### config.mk
export PLATFORM = sky130hd
export DESIGN_NAME = core_access_fsm
export DESIGN_NICKNAME = d
export VERILOG_FILES = /design/src/source/vga_pkg.sv /design/src/source/core_access_fsm.sv
export VERILOG_INCLUDE_DIRS = /design/src /design/src/source
export SDC_FILE = /design/constraint.sdc
export NUM_CORES = 1
export LEC_CHECK = 0
export BUFFER_PORTS_ARGS = -buffer_cell sky130_fd_sc_hd__buf_2
export CORE_MARGIN = 2
export CORE_UTILIZATION = 35
export CTS_CLUSTER_SIZE = 12
export DETAILED_ROUTE_END_ITERATION = 12
export GPL_TIMING_DRIVEN = 0
export HOLD_SLACK_MARGIN = 0.06
export PLACE_DENSITY = 0.65
export SLEW_MARGIN = 20
export SYNTH_ARGS = -nofsm -noshare
export SYNTH_HDL_FRONTEND = slang
export SYNTH_SLANG_ARGS = --single-unit
### constraint.sdc
create_clock -name clock -period 3.8 [get_ports clock]
set_clock_uncertainty 0.1 [all_clocks]
set_input_delay 0.95 -clock clock [delete_from_list [all_inputs] [get_ports clock]]
set_output_delay 0.95 -clock clock [all_outputs]
set_load 0.02 [all_outputs]
### src/source/vga_defs.svh
//==================================================
// VGA frame buffer defines
// Raster timing of the 640x480 frame, video memory
// size and address widths
//==================================================
`ifndef VGA_DEFS_SVH
`define VGA_DEFS_SVH

//==================================================
// Horizontal timing, in clock cycles
//==================================================
// Active pixels per line
`define VGA_H_VISIBLE 640
// Blank before the sync pulse
`define VGA_H_FRONT 16
// Sync pulse width
`define VGA_H_SYNC 96
// Full line incl. back porch
`define VGA_H_TOTAL 800

//==================================================
// Vertical timing, in lines
//==================================================
`define VGA_V_VISIBLE 480
`define VGA_V_FRONT 10
`define VGA_V_SYNC 2
`define VGA_V_TOTAL 525

//==================================================
// Video memory geometry
//==================================================
// 80 bytes x 480 lines, one bit per pixel
`define VGA_MEM_BYTES 38400
// Word count of the same array
`define VGA_MEM_WORDS (`VGA_MEM_BYTES / 4)
// 32-bit words per display line
`define VGA_WORDS_PER_LINE 20
// Word address as seen by both ports
`define VGA_WORD_ADDR_W 14

`endif

### src/source/vga_pkg.sv
//==================================================
// VGA frame buffer package
// Core access command, read response and the
// raster position shared by timer and fetch
//==================================================
`include "vga_defs.svh"

package vga_pkg;

    //==================================================
    // Core port
    //==================================================

    // Access command, held stable by the core while req is up
    typedef struct packed {
        // 1 for store, 0 for load
        logic                        we;
        // Word address into video memory
        logic [`VGA_WORD_ADDR_W-1:0] addr;
        // Byte 0 maps to wdata[7:0]
        logic [3:0]                  byteena;
        logic [31:0]                 wdata;
    } core_req_t;

    // Load data, valid while ack is high
    typedef struct packed {
        logic [31:0] rdata;
    } core_rsp_t;

    //==================================================
    // Raster scan point
    //==================================================

    // Syncs are active low as on the connector
    typedef struct packed {
        // Column 0..799
        logic [9:0] x;
        // Line 0..524
        logic [9:0] y;
        // Inside the 640x480 area
        logic       visible;
        logic       hsync;
        logic       vsync;
    } raster_pos_t;

endpackage

### src/source/core_access_fsm.sv
//==================================================
// Core access FSM
// Serves four-phase req/ack requests from the core
// on port a of the video memory
//==================================================
`include "vga_defs.svh"

module core_access_fsm (
    input  logic                        clock,
    input  logic                        arst_n,
    // Core side
    input  logic                        req,
    input  vga_pkg::core_req_t          req_data,
    output logic                        ack,
    output vga_pkg::core_rsp_t          rsp,
    // Memory port a
    output logic                        wren_a,
    output logic [`VGA_WORD_ADDR_W-1:0] address_a,
    output logic [3:0]                  byteena_a,
    output logic [31:0]                 data_a,
    input  logic [31:0]                 q_a
);

    typedef enum logic [1:0] {
        IDLE,
        ACCESS,
        WAIT_Q,
        ACKED
    } state_t;

    state_t             state;
    state_t             state_nxt;
    // Command captured when req is first seen
    vga_pkg::core_req_t req_q;

    //==================================================
    // State register and next state
    //==================================================
    always_ff @(posedge clock or negedge arst_n) begin
        if (!arst_n) begin
            state <= IDLE;
        end else begin
            state <= state_nxt;
        end
    end

    always_comb begin
        state_nxt = state;
        case (state)
            IDLE: begin
                if (req) begin
                    state_nxt = ACCESS;
                end
            end
            // Memory is hit on this edge
            ACCESS: state_nxt = WAIT_Q;
            // q_a valid, ack goes up on this edge
            WAIT_Q: state_nxt = ACKED;
            // Wait for the core to release req
            ACKED: begin
                if (!req) begin
                    state_nxt = IDLE;
                end
            end
            default: state_nxt = IDLE;
        endcase
    end

    // Command latch
    always_ff @(posedge clock) begin
        if (state == IDLE && req) begin
            req_q <= req_data;
        end
    end

    //==================================================
    // Memory port
    //==================================================
    assign address_a = req_q.addr;
    assign byteena_a = req_q.byteena;
    assign data_a    = req_q.wdata;
    // Single store pulse in ACCESS
    assign wren_a    = (state == ACCESS) && req_q.we;

    //==================================================
    // Handshake and response
    //==================================================
    // Set leaving WAIT_Q, cleared one edge after IDLE is entered
    always_ff @(posedge clock or negedge arst_n) begin
        if (!arst_n) begin
            ack <= 1'b0;
        end else if (state == WAIT_Q) begin
            ack <= 1'b1;
        end else if (state == IDLE) begin
            ack <= 1'b0;
        end
    end

    // Load data held until the next access
    always_ff @(posedge clock) begin
        if (state == WAIT_Q) begin
            rsp.rdata <= q_a;
        end
    end

    //==================================================
    // Checks
    //==================================================
    // Core keeps the command steady until acked
    a_req_stable : assert property (
        @(posedge clock) disable iff (!arst_n)
        ($past(req) && req && !ack) |-> $stable(req_data)
    ) else $error("req_data changed before ack");

    // No ack without a pending request
    a_ack_after_req : assert property (
        @(posedge clock) disable iff (!arst_n)
        $rose(ack) |-> $past(req)
    ) else $error("ack raised without req");

endmodule

==> results.json <==
{
  "status": "completed",
  "cts_buffers": 9,
  "slowest_delay_ps": 420,
  "hold_viol_final": 0,
  "htreeDepth": 3,
  "ir_drop_uv": 336,
  "ctsHoldBuffers": 0,
  "grt-ovfl-total": 0,
  "syn2layout_area_growth_pct": 40.3,
  "path_class": "flop to primary output",
  "gp_congestion": 0.766,
  "clkTransAtPathRegs_ps": 80,
  "drt_first_iter_violations": 27,
  "tightest_slew_ps": 715,
  "wl_met1_um": 2240,
  "crit_arrival_ps": 1310,
  "path_cells": "inv_1, ha_1, and2_1, buf_2",
  "clk_latency_ps": 330,
  "grt_pass1_wl_um": 9250,
  "grt_setup_unrepaired": "false",
  "grt_pass1_vias": 1859,
  "synth_area_per_cell_um2": 20.3,
  "postLayoutCoreUtil_pct": 50.2,
  "clock-sinks": 86,
  "drc": 0,
  "die_w_um": 98.0,
  "wl_um": 5840,
  "setup_viol_count_final": 0,
  "cts.path.max_buffers": 2,
  "fill_cells": 752,
  "grt_usage_pct": 12.6,
  "detail-route-antenna-nets": 0,
  "vias": 1787,
  "met2_length_um": 2730,
  "dr_wl_met3_um": 784,
  "initial_utilization_pct": 35.8,
  "layout-drive-gt1-share_pct": 70.3,
  "finalSetupTns_ps": 0,
  "regToRegSetupSlack_ps": 1970,
  "ys_warn_count": 0,
  "crit_path_end_kind": "primary output",
  "hold_path.class": "input port to async pin",
  "rr_startpoint": "state[0]$_DFFE_PN0P_",
  "cp.required_ps": 2750,
  "worst-path-max-fanout": 5,
  "routed_via_density": 4.02,
  "die_y_um": 98.0,
  "synth.distinct_cells": 11,
  "top_layer_used": "met4",
  "p_leak_uw": 0.00193,
  "rows": 34,
  "crit_start": "state[1]$_DFFE_PN0P_",
  "post_cts_buffers": 0,
  "finalCritPeriodShare_pct": 62.1,
  "antenna_found_initial": 1,
  "core_area_mm2": 0.00864,
  "powerDensity_mw_per_mm2": 690,
  "synth_cells": 152,
  "syn-num-nets": 244,
  "syn_area_mm2": 0.00309,
  "fin_nets": 424,
  "fmax_mhz": 423,
  "drt_pass1_iterations": 4,
  "io_pins": 170,
  "hpwlAfterDp_um": 4380,
  "wl_per_cell_um": 13.1,
  "cts-root-buf": "clkbuf_8",
  "portBuffers": 169,
  "yosysSeqAreaShare_pct": 83.1,
  "cp_slowest_cell": "dfrtp_1",
  "synth_seq_cells": 86,
  "slew_headroom_pct": 52.3,
  "grt_start_max_net_pins": 52,
  "cts_tree": "built",
  "post_cts_resized": 0,
  "slew_violations": 0,
  "die-area_mm2": 0.00959,
  "worst_setup_path_start_kind": "flop",
  "ff2ff_path_depth": 3,
  "min_period_ps": 2360,
  "max_cap_violations": 0,
  "num_antenna_cells": 0
}
routing by layer:
layer	vias to the layer above	GRT usage [%]
met5	-	0
met2	122	20.4
met1	798	14.3
li1	859	-
met3	8	6.08
met4	0	5.45
stage by stage:
stage / instance area, um^2 / total power, uW / hold WS (ps) / std cells / setup slack (ps)
6_report: 4340 / 2990 / 297 / 445 / 1440
4_1_cts: 4340 / 3040 / 274 / 445 / 1410
3_3_place_gp: 4070 / 2190 / 384 / 429 / 1290
5_1_grt: 4340 / 3150 / 279 / 445 / 1360
3_5_place_dp: 4070 / 2210 / 398 / 429 / 1650
2_1_floorplan: 3090 / 1930 / 436 / 152 / 1660
synthesized netlist by cell type:
master	number	share of area (%)
mux2_2	1	0.36
inv_1	2	0.24
nor2_1	2	0.24
mux2_1	1	0.36
and2_1	1	0.20
edfxtp_1	83	81
mux2i_1	2	0.65
buf_4	50	12
and2_2	1	0.24
dfrtp_1	3	2.4
ha_1	6	2.4
flip-flops by register name, summed over array words and instances, names as in the netlist:
| name | count |
|---|---|
| state | 2 |
| req_q | 1 |
| byteena_a | 4 |
| data_a | 32 |
| address_a | 14 |
| ack | 1 |
| rsp | 32 |
cell usage in the layout, fill, tap and decap left out, drive strengths merged:
cell type / netlist / final
and2: 2 / 2
mux2: 2 / 2
bufinv: 0 / 4
clkinv: 0 / 2
nor2: 2 / 2
inv: 2 / 2
ha: 6 / 6
dfrtp: 3 / 3
clkbuf: 0 / 10
mux2i: 2 / 2
buf: 50 / 219
edfxtp: 83 / 83
path summary, 6_finish.rpt:
| path | end |
|---|---|
| min | ack$_DFFE_PN0P_ |
| max | wren_a |
| max in group asynchronous | state[1]$_DFFE_PN0P_ |
| max reg2reg | address_a[11]$_DFFE_PP_ |
| min reg2reg | ack$_DFFE_PN0P_ |
| min in group clock | ack$_DFFE_PN0P_ |
report_power, final:
group	leakage (uW)	switching, uW	total [uW]	internal (uW)
combinational	0.000996	493	787	294
sequential	0.000807	61.8	1380	1320
clock	0.000130	316	820	504
layout make-up:
type	instances	area, um^2	area share (%)
Sequential cell	86	2570	59.2
Clock inverter	6	134	3.09
Multi-Input combinational cell	14	143	3.29
Clock buffer	10	128	2.94
Tap cell	108	135	3.12
Buffer	50	375	8.66
Inverter	2	7.51	0.173
Timing Repair Buffer	169	846	19.5
worst max-delay path: cells and delay by family (launching register included):
family | cells | cell delay (ps)
DFF | 1 | 420
buffers and inverters | 2 | 250
adders and majority gates | 1 | 190
and+or+nand+nor | 1 | 130
logic make-up (layout without fill, tap and decap cells):
logic type / after synthesis / count (layout) / share of synthesized area, %
buffers and inverters: 52 / 237 / 12.4
DFF: 86 / 86 / 83.1
adders and majority gates: 6 / 6 / 2.43
and+or+nand+nor: 4 / 4 / 0.689
muxes: 4 / 4 / 1.38
(Power assumes the default switching activity.)
