<file path="src/source/vga_defs.svh">
//==================================================
// VGA frame buffer defines
// Raster timing of the 640x480 frame, video memory
// size and address widths
//==================================================
`ifndef VGA_DEFS_SVH
`define VGA_DEFS_SVH

//==================================================
// Horizontal timing, in clock cycles
//==================================================
// Active pixels per line
`define VGA_H_VISIBLE 640
// Blank before the sync pulse
`define VGA_H_FRONT 16
// Sync pulse width
`define VGA_H_SYNC 96
// Full line incl. back porch
`define VGA_H_TOTAL 800

//==================================================
// Vertical timing, in lines
//==================================================
`define VGA_V_VISIBLE 480
`define VGA_V_FRONT 10
`define VGA_V_SYNC 2
`define VGA_V_TOTAL 525

//==================================================
// Video memory geometry
//==================================================
// 80 bytes x 480 lines, one bit per pixel
`define VGA_MEM_BYTES 38400
// Word count of the same array
`define VGA_MEM_WORDS (`VGA_MEM_BYTES / 4)
// 32-bit words per display line
`define VGA_WORDS_PER_LINE 20
// Word address as seen by both ports
`define VGA_WORD_ADDR_W 14

`endif

</file>
<file path="src/source/vga_pkg.sv">
//==================================================
// VGA frame buffer package
// Core access command, read response and the
// raster position shared by timer and fetch
//==================================================
`include "vga_defs.svh"

package vga_pkg;

    //==================================================
    // Core port
    //==================================================

    // Access command, held stable by the core while req is up
    typedef struct packed {
        // 1 for store, 0 for load
        logic                        we;
        // Word address into video memory
        logic [`VGA_WORD_ADDR_W-1:0] addr;
        // Byte 0 maps to wdata[7:0]
        logic [3:0]                  byteena;
        logic [31:0]                 wdata;
    } core_req_t;

    // Load data, valid while ack is high
    typedef struct packed {
        logic [31:0] rdata;
    } core_rsp_t;

    //==================================================
    // Raster scan point
    //==================================================

    // Syncs are active low as on the connector
    typedef struct packed {
        // Column 0..799
        logic [9:0] x;
        // Line 0..524
        logic [9:0] y;
        // Inside the 640x480 area
        logic       visible;
        logic       hsync;
        logic       vsync;
    } raster_pos_t;

endpackage

</file>
<file path="src/source/vga_sync_timer.sv">
//==================================================
// VGA sync timer
// Free-running raster counters over the 800x525
// frame, with visible and sync flags
//==================================================
`include "vga_defs.svh"

module vga_sync_timer (
    input  logic                 clock,
    input  logic                 arst_n,
    output vga_pkg::raster_pos_t pos
);

    // Sync pulse windows, inclusive bounds
    localparam int H_SYNC_FIRST = `VGA_H_VISIBLE + `VGA_H_FRONT;
    localparam int H_SYNC_LAST  = H_SYNC_FIRST + `VGA_H_SYNC - 1;
    localparam int V_SYNC_FIRST = `VGA_V_VISIBLE + `VGA_V_FRONT;
    localparam int V_SYNC_LAST  = V_SYNC_FIRST + `VGA_V_SYNC - 1;

    logic [9:0] x;
    logic [9:0] y;
    // Last column of the line
    logic       x_wrap;
    // Last line of the frame
    logic       y_wrap;

    assign x_wrap = (x == 10'(`VGA_H_TOTAL - 1));
    assign y_wrap = (y == 10'(`VGA_V_TOTAL - 1));

    //==================================================
    // Counters
    //==================================================
    // Column, one step per clock
    always_ff @(posedge clock or negedge arst_n) begin
        if (!arst_n) begin
            x <= '0;
        end else if (x_wrap) begin
            x <= '0;
        end else begin
            x <= x + 10'd1;
        end
    end

    // Line, steps on each column wrap
    always_ff @(posedge clock or negedge arst_n) begin
        if (!arst_n) begin
            y <= '0;
        end else if (x_wrap) begin
            if (y_wrap) begin
                y <= '0;
            end else begin
                y <= y + 10'd1;
            end
        end
    end

    //==================================================
    // Flags
    //==================================================
    assign pos.x       = x;
    assign pos.y       = y;
    assign pos.visible = (x < 10'(`VGA_H_VISIBLE)) && (y < 10'(`VGA_V_VISIBLE));
    // Active low pulses
    assign pos.hsync   = !((x >= 10'(H_SYNC_FIRST)) && (x <= 10'(H_SYNC_LAST)));
    assign pos.vsync   = !((y >= 10'(V_SYNC_FIRST)) && (y <= 10'(V_SYNC_LAST)));

    //==================================================
    // Checks
    //==================================================
    // Column wraps before the line length
    a_x_in_line : assert property (
        @(posedge clock) disable iff (!arst_n)
        x < 10'(`VGA_H_TOTAL)
    ) else $error("raster x out of range: %0d", x);

endmodule

</file>
<file path="config.mk">
export PLATFORM = sky130hd
export DESIGN_NAME = vga_sync_timer
export DESIGN_NICKNAME = d
export VERILOG_FILES = /design/src/source/vga_pkg.sv /design/src/source/vga_sync_timer.sv
export VERILOG_INCLUDE_DIRS = /design/src /design/src/source
export SDC_FILE = /design/constraint.sdc
export NUM_CORES = 1
export LEC_CHECK = 0
export BUFFER_PORTS_ARGS = -buffer_cell sky130_fd_sc_hd__buf_4
export CORE_MARGIN = 4
export CORE_UTILIZATION = 52
export DETAILED_ROUTE_END_ITERATION = 10
export PLACE_DENSITY = 0.77
export SYNTH_ARGS = -nofsm -noshare
export SYNTH_HDL_FRONTEND = slang
export SYNTH_SLANG_ARGS = --single-unit
</file>
<file path="constraint.sdc">
create_clock -name clock -period 2.1 [get_ports clock]
set_input_delay 0.105 -clock clock [delete_from_list [all_inputs] [get_ports clock]]
set_output_delay 0.105 -clock clock [all_outputs]
set_load 0.01 [all_outputs]
</file>
==> impl_metrics.toml, run 1 <==
[finish]
seq_area_um2 = 500
multi_input_area_um2 = 533
stdcell_count = 156
drive_above_1_share_pct = 27.1
nets = 136
area_growth_pct = 21.6
diodes = 0
fillCellCount = 168
final_area_um2 = 1310

[synthesis]
async_reset_ff_share_pct = 100
synth_edf_count = 0
syn-num-nets = 109
yosysMostFrequentCell = "dfrtp_1"
yosysSeqAreaShare_pct = 46.3
synth.top_cell.area_share_pct = 46.3
ys_ff_latch = 20
synth_top_area_cell = "dfrtp_1"
synthesis.area_um2 = 1080
synth_cell_type_count = 34
yosys-top-cells-count = "dfrtp_1, nand3_1, nand2_1, xnor2_1"
synthCells = 103
ys_top_cells_by_area = "dfrtp_1, xnor2_1, ha_1, nand3_1, nand4_1"
avgSynthCellArea_um2 = 10.5
synthFlopType = "dfrtp_1"
yosys_warnings = 0

[placed_design]
gp_congestion = 0.866
placedCellCount = 151
portBuffers = 24
place_area_um2 = 1270
dpl.hpwl_um = 1600

[clocking]
clk_latency_ns = 0.30
cts.sinks = 20
post_cts_buffers = 0
cts-buffers-inserted = 3
cts-root-buf = "clkbuf_4"
htreeDepth = 1
clkSlewWorstSetupHoldPaths_ns = 0.12
cts_buffer_depth = 2
cts_tree = "yes"

[routing]
drc = 0
routed_wl_um = 2200
drt-wirelength-per-cell_um = 14.1
antenna_left = 0
via_count = 856
drt_iter0_markers = 27
firstDrtPassIters = 4
avgViaCountPerCell = 5.49

[global_route]
antenna_found_initial = 0
grt_pass1_wl_um = 3530
grt_pass1_vias = 761
grt-ovfl-total = 0
grt_use_total_pct = 17.2
grt_max_degree = 21

[floorplan]
start_util_pct = 55.0
core_area_um2 = 1960
die_area_um2 = 2870
rows = 16
chipHeight_um = 53.6
pin_count = 25
dieWidth_um = 53.6

[critical_path]
r2r_end = "y[4]"
worstRegToRegCells = 4
worstSetupPathType = "flop to flop"
crit_end = "y[4]"
arrival_ns = 2.00
startpoint_type = "flop"
r2r-start = "x[5]"
regToRegSetupSlack_ns = 0.29
required_ns = 2.29
critPathCaptureType = "flop"
crit_fanout = 12
crit_start = "x[5]"

[sta]
whs_ns = 0.195
timing.fmax_mhz = 552
finalSetupViolations = 0
fin_setup_tns_ns = 0
worst_pin_slew_ns = 0.300
slew_viol_final = 0
grt_setup_unrepaired = "false"
slew_headroom_pct = 80.0
min_period_over_period_pct = 86.2
hold_violations = 0
finClkSkew_ns = 0.00912
min_period_ns = 1.81

[pwr]
powerDensity_nw_per_um2 = 471
ir_drop_v = 0.000403
power_mw = 0.618
power_leakage_nw = 0.620

[outcome]
status = "complete, no violations"

[hold_path]
hp-class = "primary input to asynchronous set/reset pin"

[job]
cap_viol_max_count = 0
==> cell families (layout without fill, tap and decap cells) <==
logic type / after synthesis / in the layout / share of synthesized area [%]
AO/OA/AOI/OAI: 13 / 13 / 7.88
flip-flops: 20 / 20 / 46.3
XOR/XNOR: 10 / 10 / 8.11
multiplexers: 2 / 2 / 2.43
adder cells (fa/ha/maj): 4 / 4 / 4.64
buffers and inverters: 8 / 34 / 4.29
AND/OR/NAND/NOR: 46 / 46 / 26.3
==> sequential cells by signal (all words and copies together) (netlist names) <==
name	flops
x	10
y	10
==> worst min-delay path by stage <==
stage,start,endpoint,slack [ns],cells past startpoint
after floorplan,arst_n,x[0],-0.19,0
after global placement,arst_n,x[7],-0.002,1
after detailed placement,arst_n,x[9],0.002,1
after CTS,arst_n,x[7],0.20,2
after global routing,arst_n,x[7],0.20,2
final,arst_n,x[7],0.19,2
==> critical path, stage by stage, from the launching register on <==
cell and delay [ns]:
dfrtp_1 0.50, nor4b_4 0.38, and4_4 0.36, nand4_1 0.14
mux2_4 0.32
==> placed cells by master, fill, tap and decap left out, types with 2 or more instances in the layout <==
master	netlist	routed
nand4b_1	2	2
nor2_1	6	6
inv_1	5	5
nand3_1	9	9
xnor2_1	7	7
xor2_1	3	3
buf_4	0	24
ha_1	4	4
a21oi_1	2	2
nand4_1	6	6
o21ai_0	4	4
nand2_1	7	7
and2_1	2	2
dfrtp_1	20	20
clkbuf_4	0	3
and3_1	3	3
nor3_1	3	3
==> final cells by class <==
type,count,share of cell area [%]
Sequential cell,20,38.1
Multi-Input combinational cell,75,40.6
Tap cell,27,2.57
Timing Repair Buffer,25,14.5
Clock buffer,4,2.76
Inverter,5,1.43
==> timing repair <==
action                                 in CTS  in global routing
resized for setup                           0                  0
endpoints found under the hold margin      20                  0
hold buffers                                1                  0
==> report_power, final <==
group / internal, mW / switching, mW / leakage [nW] / total [mW]
logic: 0.00248 / 0.00738 / 0.334 / 0.00986
registers: 0.385 / 0 / 0.265 / 0.385
clock network: 0.106 / 0.117 / 0.0210 / 0.223
==> through the flow <==
stage	utilization, %	setup slack (ns)
finish	66.9	0.290
global route	66.9	0.219
CTS	66.9	0.289
detailed placement	64.5	0.319
global placement	64.5	0.390
floorplan	-	0.471
==> layer usage <==
layer  track usage [%]  part of all wire, %  vias to the layer above
met1              22.5                   46                      402
met5                 0                    0                        -
met2              28.2                   48                       24
met3              3.32                  5.1                        4
met4              6.38                 0.95                        0
li1                  -                    -                      426
(Power assumes the default switching activity.)
==> run 2: changes to the inputs <==
- CORE_UTILIZATION: 52 -> 47
- PLACE_DENSITY: 0.77 -> 0.74
- clock period: 2.1 -> 1.5 ns (I/O delays scaled with it)
==> impl_metrics.toml, run 2 (synthesis gave the netlist of run 1 again) <==
[sta]
fin_ws_ns = -0.0981
slew_headroom_pct = 79.6
worst_pin_slew_ns = 0.302
finClkSkew_ns = 0.00795
grt_setup_unrepaired = "true"
finalSetupViolations = 11
min_period_over_period_pct = 107
slew_viol_final = 0
whs_ns = 0.176
hold_violations = 0
timing.fmax_mhz = 626
min_period_ns = 1.60
fin_setup_tns_ns = -0.557

[clocking]
htreeDepth = 1
cts-buffers-inserted = 3
cts_tree = "yes"
clkSlewWorstSetupHoldPaths_ns = 0.12
cts_buffer_depth = 2
clk_latency_ns = 0.30
cts-root-buf = "clkbuf_4"
cts.sinks = 20

[global_route]
grt_max_degree = 21
grt_use_total_pct = 18.2
grt-ovfl-total = 0
grt_pass1_wl_um = 4620
grt_pass1_vias = 1011
antenna_found_initial = 0

[outcome]
status = "finished, violations left"
violations = "negative setup slack"

[finish]
layout_common_cells = "buf_4, dfrtp_1, nand3_1"
seq_area_um2 = 504
top_regs = "x (10), y (10)"
area_growth_pct = 42.5
drive_above_1_share_pct = 43.7
fin_util_pct = 70.2
layout_commonest_cell = "buf_4"
nets = 158
diodes = 0
multi_input_area_um2 = 566
fillCellCount = 165

[critical_path]
worstRegToRegCells = 4
r2r-start = "x[7]"
regToRegSetupSlack_ns = -0.1
arrival_ns = 1.80
startpoint_type = "flop"
crit_fanout = 6
worstSetupPathType = "flop to flop"
crit_start = "x[7]"
critPathCaptureType = "flop"
required_ns = 1.70

[routing]
drc = 0
firstDrtPassIters = 4
drt_iter0_markers = 35
via_count = 978
avgViaCountPerCell = 5.46
antenna_left = 0
routed_wl_um = 2680
drt-wirelength-per-cell_um = 15.0

[placed_design]
gp_congestion = 0.853
dp_slack_ns = -0.0697
dpl.hpwl_um = 1960
portBuffers = 24

[job]
cap_viol_max_count = 0

[pwr]
power_mw = 0.994
powerDensity_nw_per_um2 = 646
ir_drop_v = 0.000623
power_leakage_nw = 0.747

[floorplan]
rows = 17
core_area_um2 = 2190
die_area_um2 = 3130
dieWidth_um = 55.9
chipHeight_um = 55.9
start_util_pct = 49.3
pin_count = 25

[hold_path]
hp-class = "primary input to asynchronous set/reset pin"
-- run 2: worst paths after layout --
check                           endpoint
worst min-delay path                x[4]
min in group clock                  y[8]
worst max register to register      y[0]
worst min register to register      y[8]
max in group asynchronous           x[7]
worst max-delay path                y[0]
-- run 2: cell type report --
class	instances	area share (%)
Multi-Input combinational cell	75	36.7
Sequential cell	20	32.8
Timing Repair Buffer	47	23.6
Tap cell	28	2.28
Clock inverter	1	1.95
Clock buffer	3	1.46
Inverter	5	1.22
-- run 2: metal layers --
metal / vias up / wire length, um / global-route usage (%)
met5: - / 0 / 0
met1: 480 / 1190 / 23.6
li1: 466 / - / -
met2: 28 / 1340 / 31.3
met3: 4 / 129 / 4.41
met4: 0 / 25 / 3.05
-- run 2: per-stage QoR --
step,instances,instance area (um2)
6_report,179,1540
3_5_place_dp,172,1430
2_1_floorplan,103,1090
5_1_grt,179,1540
4_1_cts,178,1520
3_3_place_gp,172,1430
-- run 2: power breakdown --
group	internal (mW)	total [mW]	switching, mW
Clock	0.270	0.441	0.171
Sequential	0.539	0.539	0
Combinational	0.00347	0.0141	0.0106
-- run 2: critical path, stage by stage, from the launching register on --
cell     delay [ns]
dfrtp_2        0.44
nor4b_4        0.32
buf_4          0.17
nand4_1        0.23
mux2_4         0.35
-- run 2: timing repair --
item,4_1_cts,5_1_grt
pin swaps,5,5
hold buffers,1,0
endpoints found under the hold margin,20,0
endpoints found under the setup margin,9,15
buffers inserted,1,1
gates resized for setup,4,6
