===== config.mk =====
export PLATFORM = sky130hd
export DESIGN_NAME = pixel_fetch
export DESIGN_NICKNAME = d
export VERILOG_FILES = /design/src/source/vga_pkg.sv /design/src/source/pixel_fetch.sv
export VERILOG_INCLUDE_DIRS = /design/src /design/src/source
export SDC_FILE = /design/constraint.sdc
export NUM_CORES = 1
export LEC_CHECK = 0
export BUFFER_PORTS_ARGS = -buffer_cell sky130_fd_sc_hd__buf_2
export CAP_MARGIN = 20
export CORE_AREA = 3 3 66 68
export CTS_CLUSTER_SIZE = 30
export DETAILED_ROUTE_END_ITERATION = 8
export DIE_AREA = 0 0 69 71
export SYNTH_ARGS = -nofsm -noshare
export SYNTH_HDL_FRONTEND = slang
export SYNTH_SLANG_ARGS = --single-unit

===== constraint.sdc =====
create_clock -name clock -period 2.1 [get_ports clock]
set_clock_uncertainty 0.1 [all_clocks]
set_input_delay 0.105 -clock clock [delete_from_list [all_inputs] [get_ports clock]]
set_output_delay 0.105 -clock clock [all_outputs]
set_load 0.02 [all_outputs]

===== src/source/vga_defs.svh =====
//==================================================
// VGA frame buffer defines
// Raster timing of the 640x480 frame, video memory
// size and address widths
//==================================================
`ifndef VGA_DEFS_SVH
`define VGA_DEFS_SVH

//==================================================
// Horizontal timing, in clock cycles
//==================================================
// Active pixels per line
`define VGA_H_VISIBLE 640
// Blank before the sync pulse
`define VGA_H_FRONT 16
// Sync pulse width
`define VGA_H_SYNC 96
// Full line incl. back porch
`define VGA_H_TOTAL 800

//==================================================
// Vertical timing, in lines
//==================================================
`define VGA_V_VISIBLE 480
`define VGA_V_FRONT 10
`define VGA_V_SYNC 2
`define VGA_V_TOTAL 525

//==================================================
// Video memory geometry
//==================================================
// 80 bytes x 480 lines, one bit per pixel
`define VGA_MEM_BYTES 38400
// Word count of the same array
`define VGA_MEM_WORDS (`VGA_MEM_BYTES / 4)
// 32-bit words per display line
`define VGA_WORDS_PER_LINE 20
// Word address as seen by both ports
`define VGA_WORD_ADDR_W 14

`endif


===== src/source/vga_pkg.sv =====
//==================================================
// VGA frame buffer package
// Core access command, read response and the
// raster position shared by timer and fetch
//==================================================
`include "vga_defs.svh"

package vga_pkg;

    //==================================================
    // Core port
    //==================================================

    // Access command, held stable by the core while req is up
    typedef struct packed {
        // 1 for store, 0 for load
        logic                        we;
        // Word address into video memory
        logic [`VGA_WORD_ADDR_W-1:0] addr;
        // Byte 0 maps to wdata[7:0]
        logic [3:0]                  byteena;
        logic [31:0]                 wdata;
    } core_req_t;

    // Load data, valid while ack is high
    typedef struct packed {
        logic [31:0] rdata;
    } core_rsp_t;

    //==================================================
    // Raster scan point
    //==================================================

    // Syncs are active low as on the connector
    typedef struct packed {
        // Column 0..799
        logic [9:0] x;
        // Line 0..524
        logic [9:0] y;
        // Inside the 640x480 area
        logic       visible;
        logic       hsync;
        logic       vsync;
    } raster_pos_t;

endpackage


===== src/source/pixel_fetch.sv =====
//==================================================
// Pixel fetch
// Reads the display port for the current raster
// point and shifts out one pixel per clock with
// the syncs, two cycles behind the timer
//==================================================
`include "vga_defs.svh"

module pixel_fetch (
    input  logic                        clock,
    input  logic                        arst_n,
    input  vga_pkg::raster_pos_t        pos,
    // Memory port b
    output logic [`VGA_WORD_ADDR_W-1:0] address_b,
    input  logic [31:0]                 q_b,
    // Video out
    output logic                        pixel,
    output logic                        hsync,
    output logic                        vsync
);

    // Stage 1, aligned with q_b
    logic [4:0] bit_sel_d;
    logic       visible_d;
    logic       hsync_d;
    logic       vsync_d;
    // Selected pixel from the word
    logic       pix_bit;

    //==================================================
    // Address
    //==================================================
    // Line base plus word within the line
    assign address_b = `VGA_WORD_ADDR_W'(pos.y * `VGA_WORDS_PER_LINE)
                     + `VGA_WORD_ADDR_W'(pos.x[9:5]);

    //==================================================
    // Stage 1, wait for the memory
    //==================================================
    always_ff @(posedge clock or negedge arst_n) begin
        if (!arst_n) begin
            visible_d <= 1'b0;
            hsync_d   <= 1'b1;
            vsync_d   <= 1'b1;
        end else begin
            visible_d <= pos.visible;
            hsync_d   <= pos.hsync;
            vsync_d   <= pos.vsync;
        end
    end

    // Pixel index within the word, no reset needed
    always_ff @(posedge clock) begin
        bit_sel_d <= pos.x[4:0];
    end

    // Bit 0 is the leftmost pixel
    assign pix_bit = q_b[bit_sel_d];

    //==================================================
    // Stage 2, output registers
    //==================================================
    // Blanking forces black
    always_ff @(posedge clock or negedge arst_n) begin
        if (!arst_n) begin
            pixel <= 1'b0;
            hsync <= 1'b1;
            vsync <= 1'b1;
        end else begin
            pixel <= visible_d && pix_bit;
            hsync <= hsync_d;
            vsync <= vsync_d;
        end
    end

endmodule


==> results.md, run 1 <==
* FILL cells at 360
* Slew Viols, Final at 0
* Vias in the first global route at 1,370
* Number of enable-type register cells in the synthesized netlist at 0
* CP Launch Type: primary input
* Final setup margin at -293 ps
* Most used routing layer: met2
* Fin. Hold Viols at 0
* CP startpoint: pos[6]
* Nets at 290
* CTS tree: yes
* Post-synthesis sequential area ratio at roughly 22%
* First-pass GRT wire length at 5.66 mm
* Worst Hold End: address_b[0]
* Pin count of the biggest net entering global routing at 9
* Top_reg_cell synth: dfxtp_1
* Area after DPL at 1820 µm²
* N_diodes at 0
* Final WL at 3.35 mm
* # Max-Cap Violations at 0
* Fraction of layout cells with a size suffix above 1 at between 60% and 70%
* Most common cell in the synthesized netlist: ha_1
* Setup Viol. Count Final at 6
* Worst reg2reg startpoint: bit_sel_d[0]
* Gr ovfl total at 0
* Post-DRT Antenna Nets at 0
* Multi-input gate area at 1090 µm²
* Yosys top cell area share at 20.6%
* Post-synth ARST share at 54.5%
* Peak VDD IR at 0.504 mV
* Synthesized net count at 184
* Crit path kind: primary input to output port
* Hold Crit Class: primary input to output port
* Met2 global-route usage at between 20% and 30%
* P per Cell Area at 553 nW/µm²
* Grt met3 use at 3.13%
* DR WL/cell at 12.8 µm
* Worst-Margin Slew at 353 ps
* Hold path cells at 0
* Post-Synthesis Cells at about 110
* Starting Density at 29.4%
* Leakage power at 1.05 nW
* Pre-Repair DR Iteration Count at 3
* Max Root-Sink Buffers at 2
* Routability Congestion at 0.778
* R2R setup slack at 270 ps
* Pre-CTS setup slack at -361 ps
* # DRC at 0
* Crit path capture type: output port
* Layout area overhead at 87.7%
* Period utilization at 114%
* Die area at roughly 5000 µm²
* Time the worst path needs with I/O delays and setup at 2390 ps
* Cts bufs inserted at 3
* Met1 Track Usage GR at between 10% and 20%
* Reg2reg path depth at 5
* 1st-iter DRT viols at 12
* Clock latency on the worst-skew pair at about 230 ps
* Final Non-Filler Cells at 261
* Syn. warnings at 0
* Sink Count at 11
* RSZ-0062 raised after global routing: yes
* Root Buffer: clkbuf_8
* Critical R2R Capture: pixel
* Port buffer count at 69
* Mapped cell area at 1150 µm²
* Ports at between 70 and 80
* Initial antenna violation count at 0
* Most frequent cells after synthesis: ha_1 (19), xnor2_1 (11), mux4_2 (10), nor2_1 (10)
* CP required at 1890 ps
* Most area-consuming cells after synthesis: ha_1 (21%), mux4_2 (20%), dfstp_2 (9.1%)
* Post-synth cell types at 27
* Final setup TNS at -1270 ps
* Slew margin rel. at 76.5%
* #FFs+latches synth at 11
* Synth area leader: ha_1
* Die Height at 71 µm
* H-Tree Depth at 1
* Post-layout instance area at between 2000 and 2500 µm²
* Failing checks: negative setup slack
* Core area at 3910 µm²
* Routed vias/inst at around 4.6
* Total power at 1.20 mW
* Via Count at 1,207
* DP HPWL at a little under 3 mm
* Syn avg cell area at 10.9 µm²
* Crit path max fanout at 2
* Fmax at between 0.4 and 0.5 GHz
* Run status: finished with violations
* Global Route Usage Sum at 13.5%
* Die W at just under 70 µm
* Num rows at 23
* CP Data Arrival Time at 2190 ps
* Hold_sp: pos[18]
* Dpl cells at 244
* Reg area at around 260 µm²
## cells in the final DEF, fill, tap and decap left out, drive strengths merged
cell type and n:
buf 96, ha 19, xnor2 11, mux4 10, nor2 10, dlygate4sd3 9
inv 5, dfxtp 5, xor2 5, nand2 5, dfstp 4, a21oi 4
clkbuf 4, a21o 3, nand3 3, o21ai 2, nand2b 2, dfrtp 2
and3 2, fa 2, a22oi 1, a211oi 1, o211ai 1, o21bai 1
o31ai 1, a221oi 1, nand4 1, nand3b 1
## worst max-delay path, stage by stage
cell     delay (ps)
buf_8           100
ha_4            230
ha_4            160
fa_2            350
buf_6           130
xor2_2          190
nand3_2         130
nor2_4          130
and3_4          190
nand4_1         150
xnor2_2         170
buf_4           160
## timing repair
| item | 4_1_cts | 5_1_grt |
|---|---|---|
| endpoints found under the setup margin | 6 | 6 |
| hold buffers | 9 | 0 |
| resized for setup | 17 | 20 |
| endpoints found under the hold margin | 14 | 0 |
| buffers inserted | 1 | 3 |
| pin swaps | 16 | 12 |
## flip-flops by register name, summed over array words and instances (netlist names)
name       cells
bit_sel_d      5
hsync          1
hsync_d        1
pixel          1
visible_d      1
vsync          1
vsync_d        1
## area by class of cell
| type | count | share of cell area, % |
|---|---|---|
| sequential | 11 | 11.8 |
| clock buffer | 4 | 2.08 |
| inverter | 5 | 0.868 |
| multi-input combinational | 86 | 50.5 |
| timing repair buffer | 105 | 31.8 |
| tap | 50 | 2.89 |
## per-layer routing
metal  up-vias  wire length, µm
li1        594                -
met3         2              298
met2        56             1860
met4         0                6
met5         -                0
met1       555             1180
## power by group
| group | internal (mW) | total, mW | leakage (nW) | switching [mW] |
|---|---|---|---|---|
| Clock | 0.133 | 0.203 | 0.0228 | 0.0709 |
| Combinational | 0.410 | 0.759 | 0.919 | 0.350 |
| Sequential | 0.226 | 0.234 | 0.109 | 0.00733 |
| Total | 0.769 | 1.20 | 1.05 | 0.428 |
## per-stage QoR
stage	utilization (%)	hold WS, ps
2_1_floorplan	-	-291
3_3_place_gp	46.4	-176
3_5_place_dp	46.4	-172
6_report	55.3	110
5_1_grt	55.3	110
4_1_cts	52.0	110
## how the worst max path moves through the flow
stage          slack [ps]             to
2_1_floorplan        -120  address_b[13]
6_report             -290  address_b[13]
3_5_place_dp         -360  address_b[13]
3_3_place_gp         -310  address_b[12]
5_1_grt              -380  address_b[13]
4_1_cts              -300  address_b[12]
## kinds of logic (layout without fill, tap and decap cells)
logic type	count (synthesis)	after routing	synth area share, %
and+or+nand+nor	24	24	9.56
adders and majority gates	21	21	24.1
xor gates and xnor gates	16	16	12.2
AOI/OAI and AO/OA	15	15	8.58
DFF	11	11	22.2
muxes	10	10	19.5
buffers and inverters	9	114	3.91
Power figures use the tool's default switching activity.
==> run 2, diff against run 1 <==
--- a/config.mk
+++ b/config.mk
@@ -7,11 +7,11 @@
 export NUM_CORES = 1
 export LEC_CHECK = 0
 export BUFFER_PORTS_ARGS = -buffer_cell sky130_fd_sc_hd__buf_2
-export CAP_MARGIN = 20
 export CORE_AREA = 3 3 66 68
 export CTS_CLUSTER_SIZE = 30
 export DETAILED_ROUTE_END_ITERATION = 8
 export DIE_AREA = 0 0 69 71
+export GPL_TIMING_DRIVEN = 0
 export SYNTH_ARGS = -nofsm -noshare
 export SYNTH_HDL_FRONTEND = slang
 export SYNTH_SLANG_ARGS = --single-unit
==> results.md, run 2 (synthesis results as in run 1) <==
* Run status: finished with violations
* Failing checks: negative setup slack
* Clk pin slew, worst setup/hold paths at ~50 ps
* DR WL/cell at 12.2 µm (-5.1%)
* P per Cell Area at 544 nW/µm² (-1.6%)
* Die area at 4900 µm² (unchanged)
* Die Height at 71 µm (unchanged)
* Vias in the first global route at 1,255 (-8.4%)
* Final Non-Filler Cells at 245 (-6.1%)
* Gr ovfl total at 0 (unchanged)
* N_diodes at 0 (unchanged)
* Final setup margin at -275 ps (+18.0 ps)
* Dpl cells at 227 (-7.0%)
* Post-DRT Antenna Nets at 0 (unchanged)
* FILL cells at 386 (+7.2%)
* Layout Utilization at 49.9% (-5.4 points)
* RSZ-0062 raised after global routing: yes
* Starting Density at 29.4% (unchanged)
* DP HPWL at 2.57 mm (-11%)
* Leakage power at 0.947 nW (-9.9%)
* Ports at 74 (unchanged)
* Total power at 1.06 mW (-11%)
* Global Route Usage Sum at 12.4% (-1.1 points)
* Fraction of layout cells with a size suffix above 1 at 63.1% (-5.6 points)
* Port buffer count at 71 (+2.9%)
* Routed vias/inst at 4.63 (+0.18%)
* Initial antenna violation count at 0 (unchanged)
* Slew margin rel. at 73.9% (-2.6 points)
* Setup Viol. Count Final at 5 (-1)
* Crit path max fanout at 3 (+1)
* Area after DPL at 1680 µm² (-7.5%)
* Final WL at 2.98 mm (-11%)
* Max Root-Sink Buffers at 2 (unchanged)
* First-pass GRT wire length at 5.15 mm (-8.9%)
* Leading cell type in the layout, fill and taps excluded: buf_2
* Routability Congestion at 0.775 (-0.41%)
* Via Count at 1,135 (-6.0%)
* Period utilization at 113% (-0.86 points)
* Cts bufs inserted at 3 (unchanged)
* CP required at 1890 ps (about the same)
* Pin count of the biggest net entering global routing at 9 (unchanged)
* CTS tree: yes
* Pre-Repair DR Iteration Count at 4 (+1)
* Crit path capture type: output port
* Crit path kind: primary input to output port
* Largest register FFs at 5 (unchanged)
* Worst-Margin Slew at 392 ps (+39.6 ps)
* Time the worst path needs with I/O delays and setup at 2380 ps (-18.0 ps)
* Die W at 69 µm (unchanged)
* Pre-CTS setup slack at -413 ps (-52.2 ps)
* Fin. Hold Viols at 0 (unchanged)
* Clock latency on the worst-skew pair at 230 ps (about the same)
* Sink Count at 11 (unchanged)
* # Max-Cap Violations at 0 (unchanged)
* Most frequent cells in the layout: buf_2 (65), ha_1 (14), buf_4 (11)
* Num rows at 23 (unchanged)
* Fmax at 0.421 GHz (+0.76%)
* CP Data Arrival Time at 2170 ps (-20 ps)
* 1st-iter DRT viols at 14 (+2)
* Final setup TNS at -992 ps (+276 ps)
* Hold Worst Slack at 118 ps (+8.32 ps)
* R2R setup slack at 260 ps (about the same)
* Hold Crit Class: primary input to asynchronous set/reset pin
* Post-layout instance area at 1950 µm² (-9.8%)
* CP Launch Type: primary input
* Peak VDD IR at 0.348 mV (-31%)
* Root Buffer: clkbuf_8
* Slew Viols, Final at 0 (unchanged)
* H-Tree Depth at 1 (unchanged)
* Nets at 274 (-5.5%)
* Core area at 3910 µm² (unchanged)
* Biggest register: bit_sel_d
* # DRC at 0 (unchanged)
* Layout area overhead at 69.4%
## run 2: worst paths after layout
path | from | cells after the start | end
min in group clock | vsync_d | 0 | vsync
hold reg to reg | vsync_d | 0 | vsync
max in group asynchronous | arst_n | 2 | vsync_d
setup / recovery | pos[6] | 11 | address_b[12]
hold / removal | arst_n | 2 | visible_d
setup reg to reg | bit_sel_d[0] | 5 | pixel
## run 2: power by group
group          switching (mW)  internal (mW)  total, mW
logic                   0.318          0.311      0.629
registers             0.00460          0.226      0.231
clock network          0.0697          0.132      0.202
## run 2: layout make-up
type	count	area, µm²	area share [%]
Buffer	4	26.3	1.35
Clock buffer	4	45.0	2.31
Inverter	5	18.8	0.962
Multi-Input combinational cell	86	1030	52.8
Sequential cell	11	255	13.1
Tap cell	50	62.6	3.21
Timing Repair Buffer	85	513	26.3
## run 2: timing repair
action / in CTS / in global routing
endpoints found under the setup margin: 6 / 6
endpoints found under the hold margin: 14 / 0
pin swaps: 15 / 10
gates resized for setup: 15 / 8
buffers inserted: 4 / 1
hold buffers: 9 / 0
## run 2: layer usage
| metal | up-vias | GRT usage (%) | routed length, µm |
|---|---|---|---|
| met4 | 0 | 2.60 | 0 |
| met3 | 0 | 2.98 | 292 |
| met5 | - | 0 | 0 |
| met2 | 60 | 23.7 | 1580 |
| met1 | 509 | 13.9 | 1110 |
| li1 | 566 | - | - |
## run 2: critical path: stages
cell and delay (ps):
buf_8 100, ha_4 230, ha_4 160, fa_2 350, a21o_1 210, a221oi_2 320
xnor2_2 180, nand2_1 90, nor2_2 140, xor2_2 140, buf_4 150
